## src/common/cop_pkg.sv

```systemverilog
// Coprocessor shared definitions
package cop_pkg;

    localparam int xlen  = 32;
    localparam int ncreg = 16;              // Coprocessor register count

    typedef logic [xlen-1:0] word_t;
    typedef logic [3:0]      creg_t;
    typedef logic [2:0]      pw_t;
    typedef logic [3:0]      funct_t;
    typedef logic [4:0]      imm_t;
    typedef logic [6:0]      opcode_t;
    typedef logic [7:0]      apb_addr_t;
    typedef logic [4:0]      pack_mask_t;   // One enable bit per pack width code

    localparam opcode_t op_custom = 7'b0001011;

    // Instruction word field positions
    localparam int opcode_hi = 6;
    localparam int opcode_lo = 0;
    localparam int crd_hi    = 10;
    localparam int crd_lo    = 7;
    localparam int rsvd_bit  = 11;          // Must be zero
    localparam int pw_hi     = 14;
    localparam int pw_lo     = 12;
    localparam int crs1_hi   = 18;
    localparam int crs1_lo   = 15;
    localparam int crs2_hi   = 22;
    localparam int crs2_lo   = 19;
    localparam int imm_hi    = 27;
    localparam int imm_lo    = 23;
    localparam int funct_hi  = 31;
    localparam int funct_lo  = 28;

    // Function codes 0 to 9 are legal
    localparam funct_t f_padd    = 4'd0;
    localparam funct_t f_psub    = 4'd1;
    localparam funct_t f_psll_i  = 4'd2;
    localparam funct_t f_psrl_i  = 4'd3;
    localparam funct_t f_prot_i  = 4'd4;
    localparam funct_t f_bop     = 4'd5;
    localparam funct_t f_gpr2xcr = 4'd6;
    localparam funct_t f_xcr2gpr = 4'd7;
    localparam funct_t f_cmov    = 4'd8;
    localparam funct_t f_cmovn   = 4'd9;

    // Pack width codes
    localparam pw_t pw_32 = 3'd0;
    localparam pw_t pw_16 = 3'd1;
    localparam pw_t pw_8  = 3'd2;
    localparam pw_t pw_4  = 3'd3;
    localparam pw_t pw_2  = 3'd4;           // Highest legal code

    localparam pack_mask_t pack_mask_all = 5'b11111;

    // APB register map
    localparam apb_addr_t addr_insn      = 8'h00;
    localparam apb_addr_t addr_gpr_in    = 8'h04;
    localparam apb_addr_t addr_gpr_out   = 8'h08;
    localparam apb_addr_t addr_status    = 8'h0C;
    localparam apb_addr_t addr_creg_base = 8'h40;  // Sixteen words

    typedef struct packed {
        logic   valid;
        funct_t funct;
        pw_t    pw;
        creg_t  crd;
        creg_t  crs1;
        creg_t  crs2;
        imm_t   imm;
        logic   exception;
    } decoded_t;

    typedef struct packed {
        logic  valid;
        logic  creg_we;
        creg_t crd;
        word_t data;
        logic  gpr_we;
        word_t gpr_data;
        logic  exception;
    } wb_t;

endpackage

```

## src/decode/cop_decode.sv

```systemverilog
// Instruction decoder
module cop_decode #(
    parameter cop_pkg::pack_mask_t pack_mask = cop_pkg::pack_mask_all
) (
    input  logic              g_clk,
    input  logic              reset,
    input  logic              insn_valid,
    input  cop_pkg::word_t    insn,
    output cop_pkg::decoded_t dec
);

    cop_pkg::opcode_t  opcode;
    cop_pkg::funct_t   funct;
    cop_pkg::pw_t      pw;
    logic              rsvd;
    logic              packed_op;
    logic              bad_opcode;
    logic              bad_funct;
    logic              bad_pw;
    logic              pw_disabled;
    cop_pkg::decoded_t dec_next;

    // Field extraction
    assign opcode = insn[cop_pkg::opcode_hi:cop_pkg::opcode_lo];
    assign funct  = insn[cop_pkg::funct_hi:cop_pkg::funct_lo];
    assign pw     = insn[cop_pkg::pw_hi:cop_pkg::pw_lo];
    assign rsvd   = insn[cop_pkg::rsvd_bit];

    assign packed_op  = (funct <= cop_pkg::f_prot_i);
    assign bad_opcode = (opcode != cop_pkg::op_custom);
    assign bad_funct  = (funct > cop_pkg::f_cmovn);      // Dropped classes land here

    // Pack width checks only matter for the packed class
    assign bad_pw = packed_op && (pw > cop_pkg::pw_2);

    always_comb begin
        pw_disabled = 1'b0;
        if (packed_op && (pw <= cop_pkg::pw_2)) begin
            pw_disabled = !pack_mask[pw];
        end
    end

    always_comb begin
        dec_next           = '0;
        dec_next.valid     = insn_valid;
        dec_next.funct     = funct;
        dec_next.pw        = pw;
        dec_next.crd       = insn[cop_pkg::crd_hi:cop_pkg::crd_lo];
        dec_next.crs1      = insn[cop_pkg::crs1_hi:cop_pkg::crs1_lo];
        dec_next.crs2      = insn[cop_pkg::crs2_hi:cop_pkg::crs2_lo];
        dec_next.imm       = insn[cop_pkg::imm_hi:cop_pkg::imm_lo];
        dec_next.exception = bad_opcode || rsvd || bad_funct || bad_pw || pw_disabled;
    end

    always_ff @(posedge g_clk) begin
        if (reset) begin
            dec <= '0;
        end else begin
            dec <= dec_next;    // One cycle behind the command write
        end
    end

endmodule

```

## config.mk

```make
export PLATFORM = sky130hd
export DESIGN_NAME = cop_decode
export DESIGN_NICKNAME = d
export VERILOG_FILES = /design/src/common/cop_pkg.sv /design/src/decode/cop_decode.sv
export SDC_FILE = /design/constraint.sdc
export NUM_CORES = 1
export LEC_CHECK = 0
export BUFFER_PORTS_ARGS = -buffer_cell sky130_fd_sc_hd__buf_4
export CAP_MARGIN = 20
export CORE_MARGIN = 2
export CORE_UTILIZATION = 39
export DETAILED_ROUTE_END_ITERATION = 10
export HOLD_SLACK_MARGIN = 0.06
export PLACE_DENSITY = 0.87
export SETUP_SLACK_MARGIN = 0.4
export SYNTH_ARGS = -nofsm -noshare
export SYNTH_HDL_FRONTEND = slang
export SYNTH_SLANG_ARGS = --single-unit
```

## constraint.sdc

```tcl
create_clock -name g_clk -period 1.15 [get_ports g_clk]
set_input_delay 0.115 -clock g_clk [delete_from_list [all_inputs] [get_ports g_clk]]
set_output_delay 0.115 -clock g_clk [all_outputs]
set_load 0.03 [all_outputs]
```

* Word level (Yosys, flattened, before mapping)
Memories as Yosys holds them, arrays and structs flattened.
Index checks and enable logic that the tools add are counted.
** Operators by class
- $lt $le $gt $ge :: 5
- Eq/ne operators :: 1
- Muxes and demuxes :: 2
- Reduce and logical (&&, ||, !) cells :: 7
** Operators by type and width (number)
- 7-bit by 4-bit inequality test with 1-bit output (second input constant) :: 1
- 4-bit greater-than comparator (second input constant) :: 1
- 4-bit by 3-bit less-or-equal comparator with 1-bit output (second input constant) :: 1
- 1-bit logical OR :: 4
- 3-bit by 4-bit < comparator with 1-bit output (second input constant) :: 1
- 3-bit greater-than comparator (second input constant) :: 1
- 3-bit less-or-equal comparator (second input constant) :: 1
- 1-bit logical AND :: 2
- 1-bit two-way mux :: 2
- 1-bit logical NOT :: 1
** Word-level totals
- Flip-flop bits (word level) :: 26
- Bits in read-only memories :: 8
- Output and inout port bits :: 26
- Logic and storage cells :: 24
- Memories kept :: 1
** Memories
- (name not given) :: depth 8, width 1, read ports 1, clocked after memory_dff 0, write ports 0, RTL line cop_decode.sv:39 : pw_disabled = !pack_mask[pw];

* Longest topological paths before layout
- Depth after elaboration :: 5
- Depth in mapped cells :: 3
- Gate-level depth less buffers :: 3

* Worst setup path after synthesis
No wires, ideal clock.
- Kind :: in2reg
- Start point :: input port insn[5]
- End point :: register dec[0] (netlist bit)
- Arrival time :: 0.483 ns
- Required time :: 1.014 ns
- Setup slack :: 0.530 ns
- Cell stages on the path :: 2
- Path buffers :: 0
- Cell sequence :: nor4_1 > a41oi_1
** On the way
- Cells in the longest elaborated chain, start to end :: 5
** RTL lines
- start, declared :: RTL line cop_decode.sv:8 : input cop_pkg::word_t insn,
- 7-bit by 4-bit inequality test with 1-bit output :: RTL line cop_decode.sv:30 : assign bad_opcode = (opcode != cop_pkg::op_custom);
- 1-bit logical OR (4 in series) :: RTL line cop_decode.sv:52 : dec_next.exception = bad_opcode || rsvd || bad_funct || bad_pw || pw_disabled;
- end signal, assigned :: RTL line cop_decode.sv:59 : dec <= dec_next;
- end, declared :: RTL line cop_decode.sv:9 : output cop_pkg::decoded_t dec
Every way passes these cells.
A chain may end at the register's enable or synchronous reset.

* Final worst setup path
- Start point :: register dec[20] (netlist bit)
- End point :: output port dec[20] (netlist bit)
No word-level cell between the ends.

==> flow_summary.ini <==
[critical_path]
arrival_ns = 0.83
cp_max_fo = 1
startpoint_type = flip-flop
slowest_delay_ns = 0.36
cp_num_buf_inv = 1
cp-startpoint = dec[20]
critical_path_class = flip-flop to output pin
setup.worst_path.end_class = output pin
required_ns = 1.03
cp_cell_sequence = buf_6
cp_num_cells = 1
path_delay_family = flip-flops
cp_slowest_cell = dfxtp_2

[power_and_ir_drop]
switching_share = 0.248
intPower_mw = 1.55
p_sw_mw = 0.512
ir_drop_mv = 1.27
leakage_nw = 0.751
powerDensity_nw_per_um2 = 1260
clockPowerShare = 0.316
seqPwrFrac = 0.476
finalPower_mw = 2.07
combPwrFrac = 0.207

[timing]
worst_slew_pin_slew_ns = 0.280
rsz0062_at_grt = yes
final.period_utilization = 0.820
fin_crit_ns = 0.943
setup_viol = 0
slew_headroom = 0.812
tns_ns = 0
final_max_slew_viol_count = 0
fmax_ghz = 1.06
hold_viol = 0

[min_path]
min_path_type = input port to flip-flop
hold_depth = 2
min_from = reset

[cells_and_area]
num_antenna_cells = 0
area_delta_synth_final_pct = 121
nets = 183
reg_top3 = dec (26)
regArea_sq_um = 553
largest-register = dec
multi_input_area_sq_um = 199
drive_gt1_frac = 0.612
fillers = 65
largest_reg_flops = 26

[cts]
clockBufferDepth = 2
clock-sinks = 26
cts_setup_buffers = 0
cts_max_level = 1
path_clk_slew_ns = 0.15
cts_tree = done
numCtsBuffers = 3
cts-root-buf = clkbuf_4

[global_routing]
met1_usage = 0.288
busiest_layer = met2
grt_max_degree = 27
grt_pass1_wl_um = 4040
met2_usage = 0.519
overflow = 0
gr-usage-met3 = 0.0830
antenna_found_initial = 0
grt_pass1_vias = 840
gr-usage-all-layers = 0.275

[drt]
via_count = 767
antenna_left = 0
wl_per_cell_um = 16.5
drc_errors = 0
drtIter0Drc = 2
via_per_inst = 4.46
drt-total-wl_um = 2840
dr.pass1.iters = 3

[floorplan]
die_w_um = 47.6
num_rows = 15
initial_core_util = 0.421
core_sq_um = 1760
die-area_sq_um = 2270
die_h_um = 47.6
io-pin-count = 61

[placement]
port-buffer-count = 60
gp_congestion = 0.738

[flow_run]
maxCapViolations = 0

[synthesis]
yosysUniqueCellTypes = 13
synth_warnings = 0
ys_ff_latch = 26
avgSynthCellArea_sq_um = 12.4
syn-cell-area_sq_um = 742
synth_fp_nets = 95
syn_inst = 60
synth_seq_area_share = 0.702

[run_status]
status = complete, no violations
-- power groups by stage --
stage	Sequential, mW	Clock (mW)	Combinational (mW)
global route	0.988	0.700	0.450
detailed placement	0.982	0	0.315
floorplan	1.08	0	0.0475
finish	0.984	0.654	0.429
CTS	0.980	0.616	0.414
global placement	0.981	0	0.308
-- cells in the final DEF, fill, tap and decap left out --
master,n
clkbuf_4,3
inv_1,1
dfxtp_2,26
and2b_1,1
a41oi_1,1
dlygate4sd3_1,25
nor2b_1,23
o21ai_0,1
o21ai_1,1
buf_4,34
nor4_1,1
buf_6,26
and4b_1,1
nor2_1,1
o2111ai_1,1
bufinv_16,1
-- cell type report --
type                            count  area share
Clock buffer                        3      0.0138
Clock inverter                      1      0.0183
Inverter                            1     0.00229
Multi-Input combinational cell     31       0.121
Sequential cell                    26       0.338
Tap cell                           25      0.0191
Timing Repair Buffer               85       0.487
-- through the flow --
step / instance area, sq um / std cells / util / hold WS, ns / setup slack [ns]
detailed placement: 1200 / 143 / 0.683 / 0.327 / 0.340
floorplan: 742 / 60 / - / 0.187 / 0.530
global placement: 1200 / 143 / 0.683 / 0.324 / 0.405
finish: 1640 / 172 / 0.928 / 0.119 / 0.207
CTS: 1640 / 172 / 0.928 / 0.138 / 0.238
global route: 1640 / 172 / 0.928 / 0.117 / 0.167
-- cells in the mapped netlist (all sizes together) --
cell	n	share of area
a41oi	1	0.012
and2b	1	0.010
and4b	1	0.013
buf	2	0.025
dfxtp	26	0.70
inv	1	0.0051
nor2	1	0.0051
nor2b	23	0.19
nor4	1	0.0084
o2111ai	1	0.012
o21ai	2	0.013
-- layer usage --
layer | share of wire | vias to the layer above
met2 | 0.58 | 36
li1 | - | 364
met3 | 0.043 | 8
met5 | 0 | -
met1 | 0.35 | 359
met4 | 0.025 | 0
-- path summary, 6_finish.rpt --
check / to / slack (ns)
max: dec[20] / 0.21
min: dec[24] / 0.12
-- timing repair --
action	CTS	global route
endpoints found under the setup margin	26	26
resized for setup	52	0
hold buffers	25	0
endpoints found under the hold margin	25	0
-- kinds of logic (layout without fill, tap and decap cells) --
logic type             Yosys count  in the layout  synth area share
buffers and inverters            3             90            0.0304
AO/OA/AOI/OAI                    4              4            0.0371
AND/OR/NAND/NOR                 27             27             0.231
flip-flops                      26             26             0.702
Note: power is estimated with default switching activity, not from simulation.
