<file path="config.mk">
export PLATFORM = sky130hd
export DESIGN_NAME = cop_apb_port
export DESIGN_NICKNAME = d
export VERILOG_FILES = /design/src/common/cop_pkg.sv /design/src/source/cop_apb_port.sv
export SDC_FILE = /design/constraint.sdc
export NUM_CORES = 1
export LEC_CHECK = 0
export BUFFER_PORTS_ARGS = -buffer_cell sky130_fd_sc_hd__buf_2
export CORE_AREA = 2 2 83 85
export CTS_BUF_LIST = sky130_fd_sc_hd__clkbuf_8
export CTS_CLUSTER_SIZE = 12
export DETAILED_ROUTE_END_ITERATION = 12
export DIE_AREA = 0 0 85 87
export PLACE_DENSITY = 0.81
export SYNTH_ARGS = -nofsm -noshare
export SYNTH_HDL_FRONTEND = slang
export SYNTH_SLANG_ARGS = --single-unit
</file>
<file path="constraint.sdc">
create_clock -name g_clk -period 2.38 [get_ports g_clk]
set_input_delay 0.714 -clock g_clk [delete_from_list [all_inputs] [get_ports g_clk]]
set_output_delay 0.714 -clock g_clk [all_outputs]
set_load 0.02 [all_outputs]
</file>
<file path="src/common/cop_pkg.sv">
// Coprocessor shared definitions
package cop_pkg;

    localparam int xlen  = 32;
    localparam int ncreg = 16;              // Coprocessor register count

    typedef logic [xlen-1:0] word_t;
    typedef logic [3:0]      creg_t;
    typedef logic [2:0]      pw_t;
    typedef logic [3:0]      funct_t;
    typedef logic [4:0]      imm_t;
    typedef logic [6:0]      opcode_t;
    typedef logic [7:0]      apb_addr_t;
    typedef logic [4:0]      pack_mask_t;   // One enable bit per pack width code

    localparam opcode_t op_custom = 7'b0001011;

    // Instruction word field positions
    localparam int opcode_hi = 6;
    localparam int opcode_lo = 0;
    localparam int crd_hi    = 10;
    localparam int crd_lo    = 7;
    localparam int rsvd_bit  = 11;          // Must be zero
    localparam int pw_hi     = 14;
    localparam int pw_lo     = 12;
    localparam int crs1_hi   = 18;
    localparam int crs1_lo   = 15;
    localparam int crs2_hi   = 22;
    localparam int crs2_lo   = 19;
    localparam int imm_hi    = 27;
    localparam int imm_lo    = 23;
    localparam int funct_hi  = 31;
    localparam int funct_lo  = 28;

    // Function codes 0 to 9 are legal
    localparam funct_t f_padd    = 4'd0;
    localparam funct_t f_psub    = 4'd1;
    localparam funct_t f_psll_i  = 4'd2;
    localparam funct_t f_psrl_i  = 4'd3;
    localparam funct_t f_prot_i  = 4'd4;
    localparam funct_t f_bop     = 4'd5;
    localparam funct_t f_gpr2xcr = 4'd6;
    localparam funct_t f_xcr2gpr = 4'd7;
    localparam funct_t f_cmov    = 4'd8;
    localparam funct_t f_cmovn   = 4'd9;

    // Pack width codes
    localparam pw_t pw_32 = 3'd0;
    localparam pw_t pw_16 = 3'd1;
    localparam pw_t pw_8  = 3'd2;
    localparam pw_t pw_4  = 3'd3;
    localparam pw_t pw_2  = 3'd4;           // Highest legal code

    localparam pack_mask_t pack_mask_all = 5'b11111;

    // APB register map
    localparam apb_addr_t addr_insn      = 8'h00;
    localparam apb_addr_t addr_gpr_in    = 8'h04;
    localparam apb_addr_t addr_gpr_out   = 8'h08;
    localparam apb_addr_t addr_status    = 8'h0C;
    localparam apb_addr_t addr_creg_base = 8'h40;  // Sixteen words

    typedef struct packed {
        logic   valid;
        funct_t funct;
        pw_t    pw;
        creg_t  crd;
        creg_t  crs1;
        creg_t  crs2;
        imm_t   imm;
        logic   exception;
    } decoded_t;

    typedef struct packed {
        logic  valid;
        logic  creg_we;
        creg_t crd;
        word_t data;
        logic  gpr_we;
        word_t gpr_data;
        logic  exception;
    } wb_t;

endpackage

</file>
<file path="src/source/cop_apb_port.sv">
// APB host port
module cop_apb_port (
    input  logic               g_clk,
    input  logic               reset,
    input  logic               psel,
    input  logic               penable,
    input  logic               pwrite,
    input  cop_pkg::apb_addr_t paddr,
    input  cop_pkg::word_t     pwdata,
    output cop_pkg::word_t     prdata,
    output logic               pready,
    output logic               pslverr,
    output logic               insn_valid,
    output cop_pkg::word_t     insn,
    output cop_pkg::word_t     gpr_in,
    output cop_pkg::creg_t     dbg_addr,
    input  logic               done,
    input  logic               exception,
    input  cop_pkg::word_t     gpr_out,
    input  cop_pkg::word_t     dbg_data
);

    typedef enum logic {
        st_idle,
        st_wait_done
    } state_t;

    state_t state;
    logic   access;           // First access cycle of a transfer
    logic   in_window;
    logic   mapped;
    logic   exc_sticky;

    assign access    = (state == st_idle) && psel && penable;
    assign in_window = (paddr[7:6] == cop_pkg::addr_creg_base[7:6]) && (paddr[1:0] == 2'b00);
    assign mapped    = in_window ||
                       (paddr == cop_pkg::addr_insn)    || (paddr == cop_pkg::addr_gpr_in) ||
                       (paddr == cop_pkg::addr_gpr_out) || (paddr == cop_pkg::addr_status);

    // Command write launches the instruction straight from the bus
    assign insn_valid = access && pwrite && (paddr == cop_pkg::addr_insn);
    assign insn       = pwdata;
    assign dbg_addr   = paddr[5:2];

    // Instruction writes stall until the result stage reports done
    assign pready  = (state == st_wait_done) ? done : (access && !insn_valid);
    assign pslverr = access && !mapped;

    always_comb begin
        prdata = '0;
        if (in_window) begin
            prdata = dbg_data;
        end else begin
            case (paddr)
                cop_pkg::addr_gpr_in:  prdata = gpr_in;
                cop_pkg::addr_gpr_out: prdata = gpr_out;
                cop_pkg::addr_status:  prdata = {31'd0, exc_sticky};
                default:               prdata = '0;
            endcase
        end
    end

    always_ff @(posedge g_clk) begin
        if (reset) begin
            state      <= st_idle;
            gpr_in     <= '0;
            exc_sticky <= 1'b0;
        end else begin
            case (state)
                st_idle:      if (insn_valid) state <= st_wait_done;
                st_wait_done: if (done) state <= st_idle;
                default:      state <= st_idle;
            endcase
            if (access && pwrite && (paddr == cop_pkg::addr_gpr_in)) begin
                gpr_in <= pwdata;
            end
            if (done && exception) begin
                exc_sticky <= 1'b1;    // Held until host clears it
            end else if (access && pwrite && (paddr == cop_pkg::addr_status)) begin
                exc_sticky <= 1'b0;
            end
        end
    end

endmodule

</file>
Yosys cells after proc, flatten, opt, wreduce, memory -nomap -nowiden
Index checks and enable logic that the tools add are counted.
- eq/ne operators: 4
- bitwise operators: 1
- multiplexer cells: 8
- reductions and logical operators: 19
- operator list (kind ; count):
    32-bit case mux with 3 select lines ; 1
    32-bit 2-to-1 mux ; 1
    8-bit by 4-bit == test with 1-bit output (second input constant) ; 2
    1-bit logical AND ; 10
    8-bit by 3-bit == test with 1-bit output (second input constant) ; 1
    8-bit zero test ; 1
    1-bit 2-to-1 mux ; 5
    1-bit logical OR ; 4
    2-bit by 1-bit == test with 1-bit output (second input constant) ; 1
    1-bit zero test ; 2
    2-bit zero test ; 1
    1-bit case mux with 2 select lines ; 1
    2-bit nonzero test ; 1
    1-bit NOT ; 1
- bits in registers: 34
- bits of input ports: 111
- logic and storage cells: 35

Depth between registers and ports, before layout
Gate-level depths: netlist of run 1.
- depth in word-level cells: 8
- mapped depth: 5

Worst setup path before layout of run 1
Ideal clock, no wire load.
- kind: input port to output port
- from: input paddr[5]
- to: output prdata[10]
- cell stages on the path: 4
- buffers on the path: 1
- setup slack: -188 ps
- arrival: 1854 ps
- path through: nor3_1 nand2_1 clkbuf_1 o21ai_0
- word-level cells in the longest chain between the ends: 3
- elaborated cells on any way between the ends: 5
- classes of those cells: eq/ne (3); mux (2)
- ends and longest elaborated chain (element ; line ; source):
    start: declaration ; cop_apb_port.sv:8 ; input cop_pkg::apb_addr_t paddr,
    8-bit by 4-bit == test with 1-bit output or 8-bit by 3-bit == test with 1-bit output (tied branches) ; cop_apb_port.sv:54 ; case (paddr)
    32-bit case mux with 3 select lines * ; cop_apb_port.sv:54 ;
    32-bit 2-to-1 mux * ; cop_apb_port.sv:51 ; if (in_window) begin
    end: declaration ; cop_apb_port.sv:10 ; output cop_pkg::word_t prdata,
Every way passes the cells marked *; elsewhere a longest branch is shown, timed or not.

Final worst setup path of run 1
- from: input paddr[1]
- to: output prdata[9]
- word-level cells in the longest chain between the ends: 3
- elaborated cells on any way between the ends: 7
- classes of those cells: eq/ne (3); mux (2); reduce/logical (2)
- ends and longest elaborated chain (element ; line):
    8-bit by 4-bit == test with 1-bit output (tied with other cells) ; cop_apb_port.sv:54
    32-bit case mux with 3 select lines or 1-bit logical AND (tied branches) ; cop_apb_port.sv:54, cop_apb_port.sv:35
    32-bit 2-to-1 mux * ; cop_apb_port.sv:51
Marked as above.

==> impl_metrics.py, run 1 <==
metrics = {
    "yosys": {
        "avgSynthCellArea_um2": 8.06,
        "yosysWarnings": 0,
        "syn_nets": 421,
        "synthArstFlopShare": 0,
        "synth-seq-cells": 34,
        "synth_edf_count": 0,
        "yosysUniqueCellTypes": 26,
        "syn_inst": 310,
        "yosysSeqAreaShare": 0.273,
        "yosys_most_used_dff": "dfxtp_1",
        "syn_area_um2": 2500,
    },
    "clocking": {
        "htreeDepth": 2,
        "post-cts-setup-buffer-count": 0,
        "numCtsBuffers": 5,
        "ctsHoldBuffers": 0,
        "cts_tree": "built",
        "clkSinkCount": 34,
        "root_buffer": "clkbuf_8",
        "cts_buffer_depth": 2,
        "cts.clk_slew.worst_paths_ns": 0.07,
        "insertion_delay_ns": 0.28,
    },
    "routing": {
        "drt.antenna.violating_nets": 0,
        "drt_pass1_iterations": 4,
        "via_per_inst": 5.07,
        "drc": 0,
        "num_vias": 2880,
        "drt_iter0_markers": 108,
        "wirelength_mm": 7.70,
        "wl_per_cell_um": 13.6,
    },
    "floorplan": {
        "fp-row-count": 30,
        "initial_core_util": 0.380,
        "fp.dieH_um": 87,
        "die_x_um": 85,
        "num_io_pins": 214,
        "dieArea_um2": 7400,
        "core_um2": 6570,
    },
    "global_route": {
        "grt_max_degree": 37,
        "grt-ovfl-total": 0,
        "antenna_found_initial": 0,
        "grt_pass1_vias": 2595,
        "grt_pass1_wl_mm": 11.9,
        "grt_use_total": 0.195,
    },
    "critical_path": {
        "required_ns": 1.67,
        "startpoint_type": "primary input",
        "worstSetupStartpoint": "paddr[1]",
        "end_kind": "primary output",
        "reg2reg_setup_slack_ns": 0.89,
        "cp_max_fo": 33,
        "worstReg2RegStart": "state$_SDFF_PP0_",
        "cp.arrival_ns": 1.75,
        "path_class": "in -> out",
    },
    "status": {
        "status": "finished, violations left",
        "violations": "negative setup slack",
    },
    "place": {
        "numPortBuffers": 213,
        "finalWeightedCongestion": 0.793,
        "dp_hpwl_mm": 5.95,
    },
    "sta": {
        "timing.final.ws_setup_ns": -0.0863,
        "finalSetupViolCount": 33,
        "fin_crit_ns": 2.47,
        "final_hold_viol_count": 0,
        "slew_headroom": 0.705,
        "tightest_slew_ns": 0.442,
        "report.final.slew_viol_count": 0,
        "clock-skew-final_ns": 0.00375,
        "fin_crit_sh": 1.04,
        "rsz0062_at_grt": "yes",
        "fmax_mhz": 405,
    },
    "cells_and_area": {
        "nNetsFinal": 598,
        "antenna_cells": 0,
        "synthToLayoutAreaGrowth_pct": 50.2,
        "final_util": 0.571,
        "drive_gt1_frac": 0.520,
        "fillers": 612,
    },
    "power": {
        "intPower_mw": 1.04,
        "powerDensity_nw_per_um2": 378,
        "clkPwrFrac": 0.346,
        "power.share.combinational": 0.251,
        "p_sw_frac": 0.269,
        "p_leak_nw": 1.73,
        "p_seq_frac": 0.403,
        "finalPower_mw": 1.42,
        "power_switching_mw": 0.382,
        "vdd_drop_max_uv": 277,
    },
    "worst_hold_path": {
        "min_path_type": "reg -> reg",
        "worstHoldStart": "gpr_in[4]$_SDFFE_PP0P_",
    },
    "run": {
        "drv_cap": 0,
    },
}
[routing by layer]
metal / routed length, µm / global-route usage
met2: 3970 / 0.365
met4: 131 / 0.0606
met3: 625 / 0.0313
met1: 2970 / 0.227
met5: 0 / 0
[synth_stat cells, types with 2 or more instances]
cell type	instances	area [µm²]
a22oi_1	32	240
buf_4	36	270
buf_6	3	33.8
clkbuf_1	20	75.1
dfxtp_1	34	681
mux2i_1	32	320
nand2_1	34	128
nand2b_1	65	407
nand3_1	2	10.0
nand3b_1	2	15.0
nor2b_1	3	18.8
nor3_1	2	10.0
o21ai_0	32	160
[critical path, stage by stage]
cell and delay (ns):
buf_2 0.13, nor4b_4 0.32, buf_12 0.23, nand2_1 0.09, o21ai_1 0.09, buf_4 0.16
[cell usage in the layout (no fill, tap or decap), types with 2 or more instances in the layout]
cell,synthesis,routed
buf_6,3,3
nand3b_1,2,2
buf_4,36,40
nand3_1,2,2
buf_2,0,180
nand2b_1,65,65
dfxtp_1,34,34
o21ai_1,0,26
clkbuf_8,0,8
mux2i_1,32,32
buf_12,0,6
o21ai_2,0,5
nand2_1,34,33
a22oi_1,32,31
[registers in the layout (all words and copies together), names as in the netlist]
signal,count
state,1
gpr_in,32
exc_sticky,1
[path summary, 6_finish.rpt]
kind                            endpoint  cells past startpoint
hold / removal    gpr_in[4]$_SDFFE_PP0P_                      2
setup / recovery               prdata[9]                      6
setup reg to reg  gpr_in[7]$_SDFFE_PP0P_                      4
hold reg to reg   gpr_in[4]$_SDFFE_PP0P_                      2
[through the flow]
| stage | TNS, ns | setup WS (ns) | std cells | hold slack (ns) | area [µm²] |
|---|---|---|---|---|---|
| 6_report | -1.36 | -0.0863 | 568 | 0.488 | 3750 |
| 5_1_grt | -3.57 | -0.149 | 568 | 0.510 | 3750 |
| 4_1_cts | -1.45 | -0.0777 | 568 | 0.495 | 3710 |
| 3_5_place_dp | -2.96 | -0.141 | 560 | 0.484 | 3490 |
| 3_3_place_gp | -2.47 | -0.138 | 560 | 0.471 | 3490 |
| 2_1_floorplan | -1.96 | -0.0645 | 310 | 0.469 | 2500 |
[cells by family after synthesis]
group | Yosys count | synth area share
multiplexers | 33 | 0.133
AO/OA/AOI/OAI | 68 | 0.173
flip-flops | 34 | 0.273
AND/OR/NAND/NOR | 116 | 0.270
buffers and inverters | 59 | 0.152
[repair_timing]
action,4_1_cts,5_1_grt
resized for setup,40,9
setup endpoints to repair,34,34
pin swaps,1,0
[area by class of cell]
class	instances	area, µm²	area share
Multi-Input combinational cell	217	1500	0.401
Timing Repair Buffer	229	1360	0.361
Sequential cell	34	681	0.182
Clock buffer	8	110	0.0294
Tap cell	80	100	0.0267
[power by group through the flow]
stage	logic [mW]	clock network [mW]	registers, mW
detailed placement	0.341	0	0.584
floorplan	0.200	0	0.584
global route	0.384	0.538	0.571
finish	0.356	0.490	0.571
global placement	0.334	0	0.584
CTS	0.352	0.507	0.571
Note: power is estimated with default switching activity, not from simulation.
==> inputs of run 2 (changes only) <==
--- a/config.mk
+++ b/config.mk
@@ -6,12 +6,11 @@
 export NUM_CORES = 1
 export LEC_CHECK = 0
 export BUFFER_PORTS_ARGS = -buffer_cell sky130_fd_sc_hd__buf_2
-export CORE_AREA = 2 2 83 85
+export CORE_UTILIZATION = 30
 export CTS_BUF_LIST = sky130_fd_sc_hd__clkbuf_8
 export CTS_CLUSTER_SIZE = 12
 export DETAILED_ROUTE_END_ITERATION = 12
-export DIE_AREA = 0 0 85 87
-export PLACE_DENSITY = 0.81
+export PLACE_DENSITY = 0.66
 export SYNTH_ARGS = -nofsm -noshare
 export SYNTH_HDL_FRONTEND = slang
 export SYNTH_SLANG_ARGS = --single-unit
==> run 2 against run 1 <==
Compared with the run above:
- the run still ends with negative setup slack left
- die area is 18% higher
- critical path depth increased by 1
- setup slack got worse by 0.0011 ns
- worst hold slack about the same
- sequential cell count stayed put
- sequential share of layout area down 0.38 points
- sequential power barely moved
- clock-buffer cell count down 2
- critical path type unchanged
==> impl_metrics.py, run 2 (synthesis results as in run 1) <==
metrics = {
    "status": {
        "status": "finished, violations left",
        "violations": "negative setup slack",
    },
    "routing": {
        "wirelength_mm": 8.09,
        "drt_iter0_markers": 79,
        "wl_per_cell_um": 13.7,
        "drt.antenna.violating_nets": 0,
        "num_vias": 2845,
        "drt_pass1_iterations": 4,
        "via_per_inst": 4.82,
        "drc": 0,
    },
    "power": {
        "powerDensity_nw_per_um2": 353,
        "p_leak_nw": 1.75,
        "vdd_drop_max_uv": 183,
    },
    "clocking": {
        "cts_tree": "built",
        "cts_buffer_depth": 2,
        "root_buffer": "clkbuf_8",
        "insertion_delay_ns": 0.28,
        "cts.clk_slew.worst_paths_ns": 0.06,
        "htreeDepth": 2,
        "clkSinkCount": 34,
        "numCtsBuffers": 5,
    },
    "cells_and_area": {
        "nNetsFinal": 600,
        "reg_top3": "gpr_in: 32 flops, exc_sticky: 1 flops, state: 1 flops",
        "largest_reg_flops": 32,
        "antenna_cells": 0,
        "top_register": "gpr_in",
        "drive_gt1_frac": 0.529,
        "final_common_cell": "buf_2",
        "final_cell_mix": "178 x buf_2, 65 x nand2b_1, 34 x buf_4, 34 x dfxtp_1",
        "synthToLayoutAreaGrowth_pct": 53.4,
    },
    "sta": {
        "fmax_mhz": 405,
        "report.final.slew_viol_count": 0,
        "slew_headroom": 0.813,
        "finalSetupViolCount": 30,
        "holdWs_ns": 0.488,
        "final_hold_viol_count": 0,
        "final.setup.tns_ns": -0.984,
        "timing.final.ws_setup_ns": -0.0874,
        "tightest_slew_ns": 0.280,
        "fin_crit_ns": 2.47,
        "fin_crit_sh": 1.04,
        "clock-skew-final_ns": 0.00335,
        "rsz0062_at_grt": "yes",
    },
    "critical_path": {
        "path_buf_inv": 4,
        "cp_top_family": "buffers and inverters",
        "path_class": "in -> out",
        "worstPathCellList": "buf_8 -> nor4b_4 -> buf_6 -> buf_12 -> nand2_1 -> o21ai_1 -> buf_4",
        "critPathMaxStageDelay_ns": 0.27,
        "end_kind": "primary output",
        "startpoint_type": "primary input",
        "cp_max_fo": 12,
        "cp.arrival_ns": 1.75,
        "required_ns": 1.67,
        "slowest_stage": "nor4b_4",
    },
    "floorplan": {
        "dieArea_um2": 8690,
        "fp.dieH_um": 93.2,
        "core_um2": 7890,
        "fp-row-count": 32,
        "die_x_um": 93.2,
        "num_io_pins": 214,
        "initial_core_util": 0.317,
    },
    "place": {
        "dp_hpwl_mm": 6.02,
        "numPortBuffers": 213,
        "finalWeightedCongestion": 0.766,
    },
    "global_route": {
        "antenna_found_initial": 0,
        "grt_max_degree": 68,
        "grt_use_total": 0.182,
        "grt-ovfl-total": 0,
        "grt_pass1_vias": 2701,
        "grt_pass1_wl_mm": 12.5,
    },
    "worst_hold_path": {
        "min_path_type": "reg -> reg",
    },
    "run": {
        "drv_cap": 0,
    },
}
[run 2: cell types whose count changed in the layout (fill, tap and decap cells not counted), moves of 2 or more]
cell	change
nand2_2	+4
nand2_1	-5
buf_6	+9
buf_12	-2
buf_2	-2
clkbuf_8	-2
buf_4	-6
[run 2: per-stage QoR]
| stage | util | worst slack (ns) | instance area (µm²) | cells | power, mW |
|---|---|---|---|---|---|
| 6_report | 0.486 | -0.0874 | 3830 | 590 | 1.35 |
| 3_5_place_dp | 0.441 | -0.123 | 3480 | 580 | 0.920 |
| 3_3_place_gp | 0.441 | -0.121 | 3480 | 580 | 0.914 |
| 4_1_cts | 0.479 | -0.0751 | 3780 | 589 | 1.37 |
| 5_1_grt | 0.486 | -0.136 | 3830 | 590 | 1.43 |
| 2_1_floorplan | - | -0.0645 | 2500 | 310 | 0.784 |
[run 2: timing repair]
item                                    CTS  global route
endpoints found under the setup margin   32            34
cloned                                    2             0
setup buffers                             1             1
resized for setup                        62            10
hold buffers                              0             0
pin swaps                                 6             1
[run 2: metal layers]
layer / vias to the layer above / global-route usage / part of all wire
met2: 127 / 0.343 / 0.53
met5: - / 0 / 0
met1: 1319 / 0.205 / 0.40
met4: 0 / 0.0410 / 0.0030
li1: 1397 / - / -
met3: 2 / 0.0415 / 0.068
[run 2: cell type report]
cell class                      count  area (µm²)
Timing Repair Buffer              231        1410
Multi-Input combinational cell    217        1530
Fill cell                         786        4060
Tap cell                          102         128
Clock buffer                        6        82.6
Sequential cell                    34         681
[run 2: path summary, 6_finish.rpt]
path                            from                 endpoint  slack, ns  cells past startpoint
max reg2reg         state$_SDFF_PP0_  gpr_in[24]$_SDFFE_PP0P_       0.91                      4
min reg2reg  gpr_in[21]$_SDFFE_PP0P_  gpr_in[21]$_SDFFE_PP0P_       0.49                      2
min          gpr_in[21]$_SDFFE_PP0P_  gpr_in[21]$_SDFFE_PP0P_       0.49                      2
max                         paddr[7]               prdata[11]      -0.09                      7
[run 2: worst register-to-register path: stages (launching register included)]
cell and delay (ns):
dfxtp_1 0.33, nand3b_1 0.25, nor4_4 0.26, buf_4 0.33, mux2i_1 0.23
[run 2: power breakdown]
part	total [mW]	internal, mW	switching, mW
combinational	0.365	0.178	0.187
sequential	0.571	0.570	0.000757
clock	0.416	0.223	0.193
